<file path="config.mk">
export PLATFORM = sky130hd
export DESIGN_NAME = cpu_ctrl
export DESIGN_NICKNAME = d
export VERILOG_FILES = /design/src/cpu_ctrl_pkg.sv /design/src/cpu_ctrl.sv /design/src/exec_unit.sv /design/src/instr_sequencer.sv
export SDC_FILE = /design/constraint.sdc
export NUM_CORES = 1
export LEC_CHECK = 0
export BUFFER_PORTS_ARGS = -buffer_cell sky130_fd_sc_hd__buf_2
export CAP_MARGIN = 25
export CORE_ASPECT_RATIO = 1.5
export CORE_MARGIN = 10
export CORE_UTILIZATION = 35
export DETAILED_ROUTE_END_ITERATION = 7
export HOLD_SLACK_MARGIN = 0.15
export PLACE_DENSITY_LB_ADDON = 0.12
export SETUP_SLACK_MARGIN = 0.3
export SYNTH_ARGS = -nofsm -noshare
export SYNTH_HDL_FRONTEND = slang
export SYNTH_SLANG_ARGS = --single-unit
</file>
<file path="constraint.sdc">
create_clock -name clk -period 2 [get_ports clk]
set_input_delay 0.3 -clock clk [delete_from_list [all_inputs] [get_ports clk]]
set_output_delay 0.3 -clock clk [all_outputs]
set_load 0.02 [all_outputs]
</file>
<file path="src/cpu_ctrl_pkg.sv">
package cpu_ctrl_pkg;

    localparam int FUNCT3_W = 3;

    //////////////////////////////////////////////////
    // Instruction encodings
    //////////////////////////////////////////////////

    // RV32I major opcodes handled by this controller
    typedef enum logic [6:0] {
        OP_R      = 7'b0110011,
        OP_IMM    = 7'b0010011,
        OP_LOAD   = 7'b0000011,
        OP_STORE  = 7'b0100011,
        OP_BRANCH = 7'b1100011,
        OP_JAL    = 7'b1101111,
        OP_JALR   = 7'b1100111
    } opcode_t;

    typedef enum logic [2:0] {
        CLS_R,
        CLS_I,
        CLS_LOAD,
        CLS_STORE,
        CLS_BRANCH,
        CLS_JAL,
        CLS_JALR,
        CLS_NONE      // Opcode not recognized
    } op_class_t;

    //////////////////////////////////////////////////
    // Datapath selects
    //////////////////////////////////////////////////

    typedef enum logic [1:0] {
        MEM_NONE,
        MEM_BYTE,
        MEM_HALF,
        MEM_WORD
    } mem_size_t;

    typedef enum logic [1:0] {
        PC_SEQ,       // PC + 4
        PC_BRANCH,
        PC_JAL,
        PC_JALR
    } pc_sel_t;

    typedef enum logic [1:0] {
        WB_ALU,
        WB_MEM,
        WB_LINK       // Return address
    } wb_sel_t;

    //////////////////////////////////////////////////
    // FSM states
    //////////////////////////////////////////////////

    typedef enum logic [2:0] {
        SEQ_IDLE,
        SEQ_FETCH,
        SEQ_PC_STEP,
        SEQ_DECODE,
        SEQ_EXECUTE,
        SEQ_RETIRE
    } seq_state_t;

    typedef enum logic [2:0] {
        EX_IDLE,
        EX_SETUP,
        EX_ACT1,
        EX_ACT2,
        EX_DONE
    } exec_state_t;

    //////////////////////////////////////////////////
    // Structs
    //////////////////////////////////////////////////

    // Issue from sequencer to execution unit
    typedef struct packed {
        logic      valid;     // One-cycle pulse
        op_class_t cls;
        mem_size_t size;
        logic      taken;     // Comparator at decode
    } exec_req_t;

    typedef struct packed {
        logic      ir_en;
        logic      pc_en;
        pc_sel_t   pc_select;
        logic      alu_src;   // 1 selects the immediate
        logic      reg_write;
        wb_sel_t   wb_select;
        mem_size_t mem_size;
        logic      mem_read;
        logic      mem_write;
    } ctrl_t;

    // All strobes low, selects at their rest values
    localparam ctrl_t CTRL_IDLE = '{
        ir_en:     1'b0,
        pc_en:     1'b0,
        pc_select: PC_SEQ,
        alu_src:   1'b0,
        reg_write: 1'b0,
        wb_select: WB_ALU,
        mem_size:  MEM_NONE,
        mem_read:  1'b0,
        mem_write: 1'b0
    };

endpackage
</file>
<file path="src/cpu_ctrl.sv">
`timescale 1ns/10ps

module cpu_ctrl
(
    input  logic                              clk,
    input  logic                              reset,
    input  logic                              go,
    input  logic [6:0]                        opcode,
    input  logic [cpu_ctrl_pkg::FUNCT3_W-1:0] func3,
    input  logic                              comparator,
    output cpu_ctrl_pkg::ctrl_t               ctrl,
    output logic                              instr_done,
    output logic                              illegal
);

    cpu_ctrl_pkg::exec_req_t exec_req;
    cpu_ctrl_pkg::ctrl_t     seq_ctrl;
    cpu_ctrl_pkg::ctrl_t     exec_ctrl;
    logic                    exec_done;

    instr_sequencer u_seq
    (
        .clk        (clk),
        .reset      (reset),
        .go         (go),
        .opcode     (opcode),
        .func3      (func3),
        .comparator (comparator),
        .exec_done  (exec_done),
        .exec_req   (exec_req),
        .seq_ctrl   (seq_ctrl),
        .instr_done (instr_done),
        .illegal    (illegal)
    );

    exec_unit u_exec
    (
        .clk       (clk),
        .reset     (reset),
        .exec_req  (exec_req),
        .exec_ctrl (exec_ctrl),
        .exec_done (exec_done)
    );

    // The two units never drive strobes in the same cycle
    always_comb
    begin
        ctrl.ir_en     = seq_ctrl.ir_en | exec_ctrl.ir_en;
        ctrl.pc_en     = seq_ctrl.pc_en | exec_ctrl.pc_en;
        if (seq_ctrl.pc_en)
            ctrl.pc_select = seq_ctrl.pc_select;
        else if (exec_ctrl.pc_en)
            ctrl.pc_select = exec_ctrl.pc_select;   // Branch or jump target
        else
            ctrl.pc_select = cpu_ctrl_pkg::PC_SEQ;
        ctrl.alu_src   = seq_ctrl.alu_src | exec_ctrl.alu_src;
        ctrl.reg_write = seq_ctrl.reg_write | exec_ctrl.reg_write;
        ctrl.wb_select = exec_ctrl.wb_select;
        ctrl.mem_size  = exec_ctrl.mem_size;
        ctrl.mem_read  = seq_ctrl.mem_read | exec_ctrl.mem_read;
        ctrl.mem_write = seq_ctrl.mem_write | exec_ctrl.mem_write;
    end

endmodule

</file>
<file path="src/exec_unit.sv">
`timescale 1ns/10ps

module exec_unit
(
    input  logic                    clk,
    input  logic                    reset,
    input  cpu_ctrl_pkg::exec_req_t exec_req,
    output cpu_ctrl_pkg::ctrl_t     exec_ctrl,
    output logic                    exec_done
);

    cpu_ctrl_pkg::exec_state_t state;
    cpu_ctrl_pkg::exec_state_t state_nxt;
    cpu_ctrl_pkg::op_class_t   cls_q;
    cpu_ctrl_pkg::mem_size_t   size_q;
    logic                      taken_q;
    cpu_ctrl_pkg::op_class_t   cur_cls;
    cpu_ctrl_pkg::mem_size_t   cur_size;
    logic                      cur_taken;
    logic                      size_ok;
    logic                      in_window;   // SETUP through last action
    cpu_ctrl_pkg::ctrl_t       ctrl_nxt;

    //////////////////////////////////////////////////
    // Request latch
    //////////////////////////////////////////////////

    always_ff @(posedge clk)
    begin
        if (state == cpu_ctrl_pkg::EX_IDLE && exec_req.valid)
        begin
            cls_q   <= exec_req.cls;
            size_q  <= exec_req.size;
            taken_q <= exec_req.taken;
        end
    end

    // SETUP outputs are formed while the request is still on the bus
    always_comb
    begin
        if (state == cpu_ctrl_pkg::EX_IDLE)
        begin
            cur_cls   = exec_req.cls;
            cur_size  = exec_req.size;
            cur_taken = exec_req.taken;
        end
        else
        begin
            cur_cls   = cls_q;
            cur_size  = size_q;
            cur_taken = taken_q;
        end
    end

    assign size_ok = (cur_size != cpu_ctrl_pkg::MEM_NONE);

    //////////////////////////////////////////////////
    // Next state
    //////////////////////////////////////////////////

    always_comb
    begin
        state_nxt = state;
        case (state)
            cpu_ctrl_pkg::EX_IDLE:
            begin
                if (exec_req.valid)
                    state_nxt = cpu_ctrl_pkg::EX_SETUP;
            end
            cpu_ctrl_pkg::EX_SETUP:
                state_nxt = cpu_ctrl_pkg::EX_ACT1;
            cpu_ctrl_pkg::EX_ACT1:
            begin
                // Load is the only class with a second action
                if (cur_cls == cpu_ctrl_pkg::CLS_LOAD)
                    state_nxt = cpu_ctrl_pkg::EX_ACT2;
                else
                    state_nxt = cpu_ctrl_pkg::EX_DONE;
            end
            cpu_ctrl_pkg::EX_ACT2:
                state_nxt = cpu_ctrl_pkg::EX_DONE;
            cpu_ctrl_pkg::EX_DONE:
                state_nxt = cpu_ctrl_pkg::EX_IDLE;
            default:
                state_nxt = cpu_ctrl_pkg::EX_IDLE;
        endcase
    end

    assign in_window = (state_nxt == cpu_ctrl_pkg::EX_SETUP) ||
                       (state_nxt == cpu_ctrl_pkg::EX_ACT1)  ||
                       (state_nxt == cpu_ctrl_pkg::EX_ACT2);

    //////////////////////////////////////////////////
    // Control pattern for the coming cycle
    //////////////////////////////////////////////////

    always_comb
    begin
        ctrl_nxt = cpu_ctrl_pkg::CTRL_IDLE;

        // Selects stay put for the whole microsequence
        if (in_window)
        begin
            case (cur_cls)
                cpu_ctrl_pkg::CLS_R:
                    ctrl_nxt.alu_src = 1'b0;   // rs2 operand
                cpu_ctrl_pkg::CLS_I:
                    ctrl_nxt.alu_src = 1'b1;
                cpu_ctrl_pkg::CLS_LOAD:
                begin
                    ctrl_nxt.alu_src   = 1'b1;   // Base plus offset
                    ctrl_nxt.wb_select = cpu_ctrl_pkg::WB_MEM;
                    ctrl_nxt.mem_size  = cur_size;
                end
                cpu_ctrl_pkg::CLS_STORE:
                begin
                    ctrl_nxt.alu_src  = 1'b1;
                    ctrl_nxt.mem_size = cur_size;
                end
                cpu_ctrl_pkg::CLS_JAL:
                    ctrl_nxt.wb_select = cpu_ctrl_pkg::WB_LINK;
                cpu_ctrl_pkg::CLS_JALR:
                begin
                    ctrl_nxt.wb_select = cpu_ctrl_pkg::WB_LINK;
                    ctrl_nxt.alu_src   = 1'b1;
                end
                default: ;   // Branch target comes from its own adder
            endcase
        end

        // First action cycle
        if (state_nxt == cpu_ctrl_pkg::EX_ACT1)
        begin
            case (cur_cls)
                cpu_ctrl_pkg::CLS_R,
                cpu_ctrl_pkg::CLS_I:
                    ctrl_nxt.reg_write = 1'b1;
                cpu_ctrl_pkg::CLS_LOAD:
                    ctrl_nxt.mem_read = size_ok;
                cpu_ctrl_pkg::CLS_STORE:
                    ctrl_nxt.mem_write = size_ok;
                cpu_ctrl_pkg::CLS_BRANCH:
                begin
                    if (cur_taken)
                    begin
                        ctrl_nxt.pc_en     = 1'b1;
                        ctrl_nxt.pc_select = cpu_ctrl_pkg::PC_BRANCH;
                    end
                end
                cpu_ctrl_pkg::CLS_JAL:
                begin
                    ctrl_nxt.reg_write = 1'b1;
                    ctrl_nxt.pc_en     = 1'b1;
                    ctrl_nxt.pc_select = cpu_ctrl_pkg::PC_JAL;
                end
                cpu_ctrl_pkg::CLS_JALR:
                begin
                    ctrl_nxt.reg_write = 1'b1;
                    ctrl_nxt.pc_en     = 1'b1;
                    ctrl_nxt.pc_select = cpu_ctrl_pkg::PC_JALR;
                end
                default: ;
            endcase
        end

        // Load writeback is skipped for a bad width
        if (state_nxt == cpu_ctrl_pkg::EX_ACT2)
            ctrl_nxt.reg_write = size_ok;
    end

    //////////////////////////////////////////////////
    // Registers
    //////////////////////////////////////////////////

    always_ff @(posedge clk or posedge reset)
    begin
        if (reset)
        begin
            state     <= cpu_ctrl_pkg::EX_IDLE;
            exec_ctrl <= cpu_ctrl_pkg::CTRL_IDLE;
            exec_done <= 1'b0;
        end
        else
        begin
            state     <= state_nxt;
            exec_ctrl <= ctrl_nxt;
            exec_done <= (state_nxt == cpu_ctrl_pkg::EX_DONE);  // Cycle after last action
        end
    end

endmodule

</file>
<file path="src/instr_sequencer.sv">
`timescale 1ns/10ps

module instr_sequencer
(
    input  logic                              clk,
    input  logic                              reset,
    input  logic                              go,
    input  logic [6:0]                        opcode,
    input  logic [cpu_ctrl_pkg::FUNCT3_W-1:0] func3,
    input  logic                              comparator,
    input  logic                              exec_done,
    output cpu_ctrl_pkg::exec_req_t           exec_req,
    output cpu_ctrl_pkg::ctrl_t               seq_ctrl,
    output logic                              instr_done,
    output logic                              illegal
);

    cpu_ctrl_pkg::seq_state_t state;
    logic                     ir_en_q;
    logic                     pc_en_q;
    logic                     req_valid;
    cpu_ctrl_pkg::op_class_t  req_cls;
    cpu_ctrl_pkg::mem_size_t  req_size;
    logic                     req_taken;
    cpu_ctrl_pkg::op_class_t  dec_cls;
    cpu_ctrl_pkg::mem_size_t  dec_size;

    //////////////////////////////////////////////////
    // Decode
    //////////////////////////////////////////////////

    always_comb
    begin
        case (opcode)
            cpu_ctrl_pkg::OP_R:      dec_cls = cpu_ctrl_pkg::CLS_R;
            cpu_ctrl_pkg::OP_IMM:    dec_cls = cpu_ctrl_pkg::CLS_I;
            cpu_ctrl_pkg::OP_LOAD:   dec_cls = cpu_ctrl_pkg::CLS_LOAD;
            cpu_ctrl_pkg::OP_STORE:  dec_cls = cpu_ctrl_pkg::CLS_STORE;
            cpu_ctrl_pkg::OP_BRANCH: dec_cls = cpu_ctrl_pkg::CLS_BRANCH;
            cpu_ctrl_pkg::OP_JAL:    dec_cls = cpu_ctrl_pkg::CLS_JAL;
            cpu_ctrl_pkg::OP_JALR:   dec_cls = cpu_ctrl_pkg::CLS_JALR;
            default:                 dec_cls = cpu_ctrl_pkg::CLS_NONE;
        endcase
    end

    // Signed and unsigned loads share an access width
    always_comb
    begin
        dec_size = cpu_ctrl_pkg::MEM_NONE;
        if (dec_cls == cpu_ctrl_pkg::CLS_LOAD)
        begin
            case (func3)
                3'd0, 3'd4: dec_size = cpu_ctrl_pkg::MEM_BYTE;  // LB, LBU
                3'd1, 3'd5: dec_size = cpu_ctrl_pkg::MEM_HALF;  // LH, LHU
                3'd2:       dec_size = cpu_ctrl_pkg::MEM_WORD;
                default:    dec_size = cpu_ctrl_pkg::MEM_NONE;
            endcase
        end
        else if (dec_cls == cpu_ctrl_pkg::CLS_STORE)
        begin
            case (func3)
                3'd0:    dec_size = cpu_ctrl_pkg::MEM_BYTE;
                3'd1:    dec_size = cpu_ctrl_pkg::MEM_HALF;
                3'd2:    dec_size = cpu_ctrl_pkg::MEM_WORD;
                default: dec_size = cpu_ctrl_pkg::MEM_NONE;
            endcase
        end
    end

    // Request payload is captured on entry to DECODE and held until the next one
    always_ff @(posedge clk)
    begin
        if (state == cpu_ctrl_pkg::SEQ_PC_STEP)
        begin
            req_cls   <= dec_cls;
            req_size  <= dec_size;
            req_taken <= comparator;
        end
    end

    //////////////////////////////////////////////////
    // Sequencer FSM
    //////////////////////////////////////////////////

    always_ff @(posedge clk or posedge reset)
    begin
        if (reset)
        begin
            state      <= cpu_ctrl_pkg::SEQ_IDLE;
            ir_en_q    <= 1'b0;
            pc_en_q    <= 1'b0;
            req_valid  <= 1'b0;
            instr_done <= 1'b0;
            illegal    <= 1'b0;
        end
        else
        begin
            instr_done <= 1'b0;   // Pulses
            illegal    <= 1'b0;
            case (state)
                cpu_ctrl_pkg::SEQ_IDLE:
                begin
                    if (go)
                    begin
                        state   <= cpu_ctrl_pkg::SEQ_FETCH;
                        ir_en_q <= 1'b1;
                    end
                end
                cpu_ctrl_pkg::SEQ_FETCH:
                begin
                    state   <= cpu_ctrl_pkg::SEQ_PC_STEP;
                    ir_en_q <= 1'b0;
                    pc_en_q <= 1'b1;  // Sequential step
                end
                cpu_ctrl_pkg::SEQ_PC_STEP:
                begin
                    state     <= cpu_ctrl_pkg::SEQ_DECODE;
                    pc_en_q   <= 1'b0;
                    req_valid <= (dec_cls != cpu_ctrl_pkg::CLS_NONE);
                end
                cpu_ctrl_pkg::SEQ_DECODE:
                begin
                    req_valid <= 1'b0;
                    // Nothing is issued for an unknown opcode
                    if (req_cls == cpu_ctrl_pkg::CLS_NONE)
                        state <= cpu_ctrl_pkg::SEQ_RETIRE;
                    else
                        state <= cpu_ctrl_pkg::SEQ_EXECUTE;
                end
                cpu_ctrl_pkg::SEQ_EXECUTE:
                begin
                    if (exec_done)
                    begin
                        state      <= cpu_ctrl_pkg::SEQ_IDLE;
                        instr_done <= 1'b1;
                    end
                end
                cpu_ctrl_pkg::SEQ_RETIRE:
                begin
                    state      <= cpu_ctrl_pkg::SEQ_IDLE;
                    instr_done <= 1'b1;
                    illegal    <= 1'b1;
                end
                default:
                    state <= cpu_ctrl_pkg::SEQ_IDLE;
            endcase
        end
    end

    assign exec_req = '{
        valid: req_valid,
        cls:   req_cls,
        size:  req_size,
        taken: req_taken
    };

    always_comb
    begin
        seq_ctrl           = cpu_ctrl_pkg::CTRL_IDLE;
        seq_ctrl.ir_en     = ir_en_q;
        seq_ctrl.pc_en     = pc_en_q;
        seq_ctrl.pc_select = cpu_ctrl_pkg::PC_SEQ;  // Only ever steps by one
    end

endmodule

</file>
==> results.cfg <==
[layout]
n_antenna_cell = 0
final_nets = 189
syn2layout_area_growth_pct = 13.8
drive_gt1_frac = 0.239
n_fill_cell = 462
multi_input_area_sq_um = 577
regArea_sq_um = 936

[die]
pin_count = 28
die_area_sq_um = 7820
die_y_microns = 103
start_util = 0.361
die_w_microns = 75.6
core_sq_um = 4500
row_count = 30

[place]
numPortBuffers = 27
dpl.hpwl_microns = 2480
gp_congestion = 0.775
place_ws_ns = 0.429

[yosys]
ys_seq_area_frac = 0.576
yosysWarnings = 0
synth_compound_area_frac = 0.109
synth-seq-cells = 35
synthSimpleGateAreaFrac = 0.207
synth.cell_area_sq_um = 1620
ys_types = 38
syn_area_per_cell_sq_um = 10.6
syn-num-nets = 167
synth_fa_ha_area_frac = 0
synthXorXnorAreaFrac = 0.0324
synth.area.mux_share = 0.00616
syn_inst = 153
synth_top_family_by_area = simple AND/OR/NAND/NOR gates

[global_route]
grt_use_met1 = 0.0871
grt_pass1_wl_microns = 5310
grt_busiest_layer = met2
grt_overflow = 0
grt_max_degree = 24
grt_use_met3 = 0.0325
grt_pass1_vias = 1202
use_met2 = 0.162
antenna_found_initial = 0
grt_usage = 0.0921

[cts]
clkSlewWorstSetupHoldPaths_ns = 0.07
post_cts_resized = 0
clock_sinks = 35
clk_latency_ns = 0.29
htreeDepth = 2
clockRootBuffer = clkbuf_8
tritoncts = done
clk_path_buf_depth = 2
cts_buffers = 5

[setup_path]
critPathMaxFanout = 11
cpPeakStageDelay_ns = 0.49
crit_family = simple AND/OR/NAND/NOR gates
start_kind = flip-flop
worstRegToRegCells = 2
worstSetupPathType = reg -> reg
crit_path_top_delay_cell = dfrtp_1
crit_chain = nor3_2 > and2_1
crit_required_ns = 1.97
reg2reg_to = u_exec.taken_q
r2r-start = u_exec.state[0]
cp-end-kind = flip-flop
r2r_slack_ns = 0.42
cp.arrival_ns = 1.56
path_buf_inv = 0

[drt]
viasPerCell = 5.04
vias = 1130
drt_pass1_iterations = 4
dr.first_iter.drc_count = 31
drc = 0
post_drt_wl_per_cell_microns = 14.3
ant_nets = 0
routed_wl_microns = 3210

[pwr]
pwr-share-seq = 0.490
combPwrFrac = 0.243
powerDensity_nw_per_um2 = 1140
ir_worst_vdd_mv = 0.602
p_total_mw = 2.11
switchingPower_mw = 0.700
p_leak_nw = 0.810
internal_power_mw = 1.41
switching_share = 0.333
clkPwrFrac = 0.266

[hold_path]
min_path_cells = 1
hp-class = in -> reg
hp-start = comparator
min_to = u_seq.req_taken

[timing]
slew_viol_final = 0
setup_viol = 0
maxSlewHeadroom = 0.668
tns_ns = 0
skew_ns = 0.00394
rsz0062_at_grt = no
fin_ws_ns = 0.417
final.min_clock_period_ns = 1.58
finalCritPeriodShare = 0.792
tightest_slew_ns = 0.495
clock.fmax_mhz = 632
hold_violations = 0

[run_status]
status = complete, no violations

[flow_run]
cap_violations = 0
==> timing repair <==
action	4_1_cts	5_1_grt
setup buffers	0	0
hold buffers	1	0
hold endpoints to repair	23	0
==> placed cells by master (no fill, tap or decap), types with 2 or more instances in the layout <==
| master | instances |
|---|---|
| a211oi_1 | 3 |
| a21oi_1 | 10 |
| and3b_1 | 3 |
| buf_2 | 27 |
| clkbuf_8 | 7 |
| dfrtp_1 | 23 |
| edfxtp_1 | 12 |
| inv_1 | 4 |
| inv_2 | 2 |
| nand2_1 | 6 |
| nand2b_1 | 6 |
| nand3_1 | 7 |
| nor2_1 | 21 |
| nor3_1 | 8 |
| nor3_2 | 2 |
| o21a_1 | 2 |
| o21ai_0 | 5 |
| or3_1 | 2 |
| xnor2_1 | 5 |
==> stage by stage <==
step	utilization	hold WS (ns)	std cells	cell area, sq um
final	0.410	0.187	224	1850
after global routing	0.410	0.172	224	1850
after CTS	0.410	0.176	224	1850
after detailed placement	0.386	0.360	215	1740
after global placement	0.386	0.354	215	1740
after floorplan	-	0.302	153	1620
==> synth_stat cells <==
cell / instances / share of area
a211oi_1: 3 / 0.014
a21oi_1: 10 / 0.031
a31oi_1: 1 / 0.0039
a32o_1: 1 / 0.0062
a32oi_1: 1 / 0.0054
and2_1: 1 / 0.0039
and2b_1: 1 / 0.0046
and3b_1: 3 / 0.016
buf_2: 2 / 0.0062
buf_4: 9 / 0.042
clkbuf_1: 3 / 0.0069
dfrtp_1: 23 / 0.35
edfxtp_1: 12 / 0.22
inv_1: 4 / 0.0092
inv_2: 2 / 0.0046
mux2i_1: 1 / 0.0062
nand2_1: 6 / 0.014
nand2b_1: 6 / 0.023
nand3_1: 7 / 0.022
nand3b_1: 1 / 0.0046
nor2_1: 21 / 0.049
nor3_1: 8 / 0.025
nor3_2: 2 / 0.012
nor3b_2: 1 / 0.0077
nor4_1: 1 / 0.0039
o21a_1: 2 / 0.0092
o21ai_0: 5 / 0.015
o21ai_1: 1 / 0.0031
o22a_1: 1 / 0.0054
o31a_1: 1 / 0.0054
o31ai_1: 1 / 0.0046
o32a_1: 1 / 0.0062
or2_1: 1 / 0.0039
or2_2: 1 / 0.0039
or3_1: 2 / 0.0077
or4_4: 1 / 0.0069
xnor2_1: 5 / 0.027
xor2_1: 1 / 0.0054
==> layout make-up <==
type | count | area share
Multi-Input combinational cell | 98 | 0.312
Clock buffer | 8 | 0.0542
Inverter | 6 | 0.0122
Timing Repair Buffer | 29 | 0.0826
Sequential cell | 35 | 0.506
Tap cell | 48 | 0.0325
==> worst max-delay path by stage <==
| stage | startpoint | end | slack (ns) | cells after the start |
|---|---|---|---|---|
| 4_1_cts | u_exec.state[0] | u_exec.size_q[0] | 0.41 | 2 |
| 2_1_floorplan | u_exec.state[0] | u_exec.cls_q[0] | 0.52 | 3 |
| 5_1_grt | u_exec.state[0] | u_exec.size_q[0] | 0.32 | 2 |
| 6_report | u_exec.state[0] | u_exec.taken_q | 0.42 | 2 |
| 3_3_place_gp | u_exec.state[0] | u_exec.taken_q | 0.48 | 2 |
| 3_5_place_dp | u_exec.state[0] | u_exec.cls_q[0] | 0.43 | 2 |
==> registers in the layout (all words and copies together) (netlist names) <==
name              cells
u_exec.exec_done      1
u_seq.illegal         1
u_exec.taken_q        1
u_seq.req_cls         3
u_exec.size_q         2
u_exec.state          3
u_seq.req_taken       1
u_seq.req_valid       1
u_seq.ir_en_q         1
u_exec.cls_q          3
u_seq.state           3
u_seq.pc_en_q         1
u_seq.req_size        2
u_seq.instr_done      1
u_exec.exec_ctrl     11
==> metal layers <==
layer,vias up,part of all wire,wire length [microns]
met5,-,0,0
met2,25,0.55,1760
li1,570,-,-
met4,0,0.023,73
met1,529,0.38,1220
met3,6,0.047,151
==> power by group through the flow <==
| stage | Clock (mW) | Combinational (mW) | Sequential [mW] |
|---|---|---|---|
| final | 0.561 | 0.512 | 1.03 |
| after global routing | 0.610 | 0.582 | 1.06 |
| after CTS | 0.579 | 0.521 | 1.03 |
| after detailed placement | 0 | 0.518 | 1.05 |
| after global placement | 0 | 0.508 | 1.04 |
| after floorplan | 0 | 0.462 | 0.972 |
==> cells by family after synthesis <==
group / Yosys count
multiplexers: 1
AND/OR/NAND/NOR: 63
flip-flops: 35
buffers and inverters: 20
XOR/XNOR: 6
AO/OA/AOI/OAI: 28
Note: power is estimated with default switching activity, not from simulation.
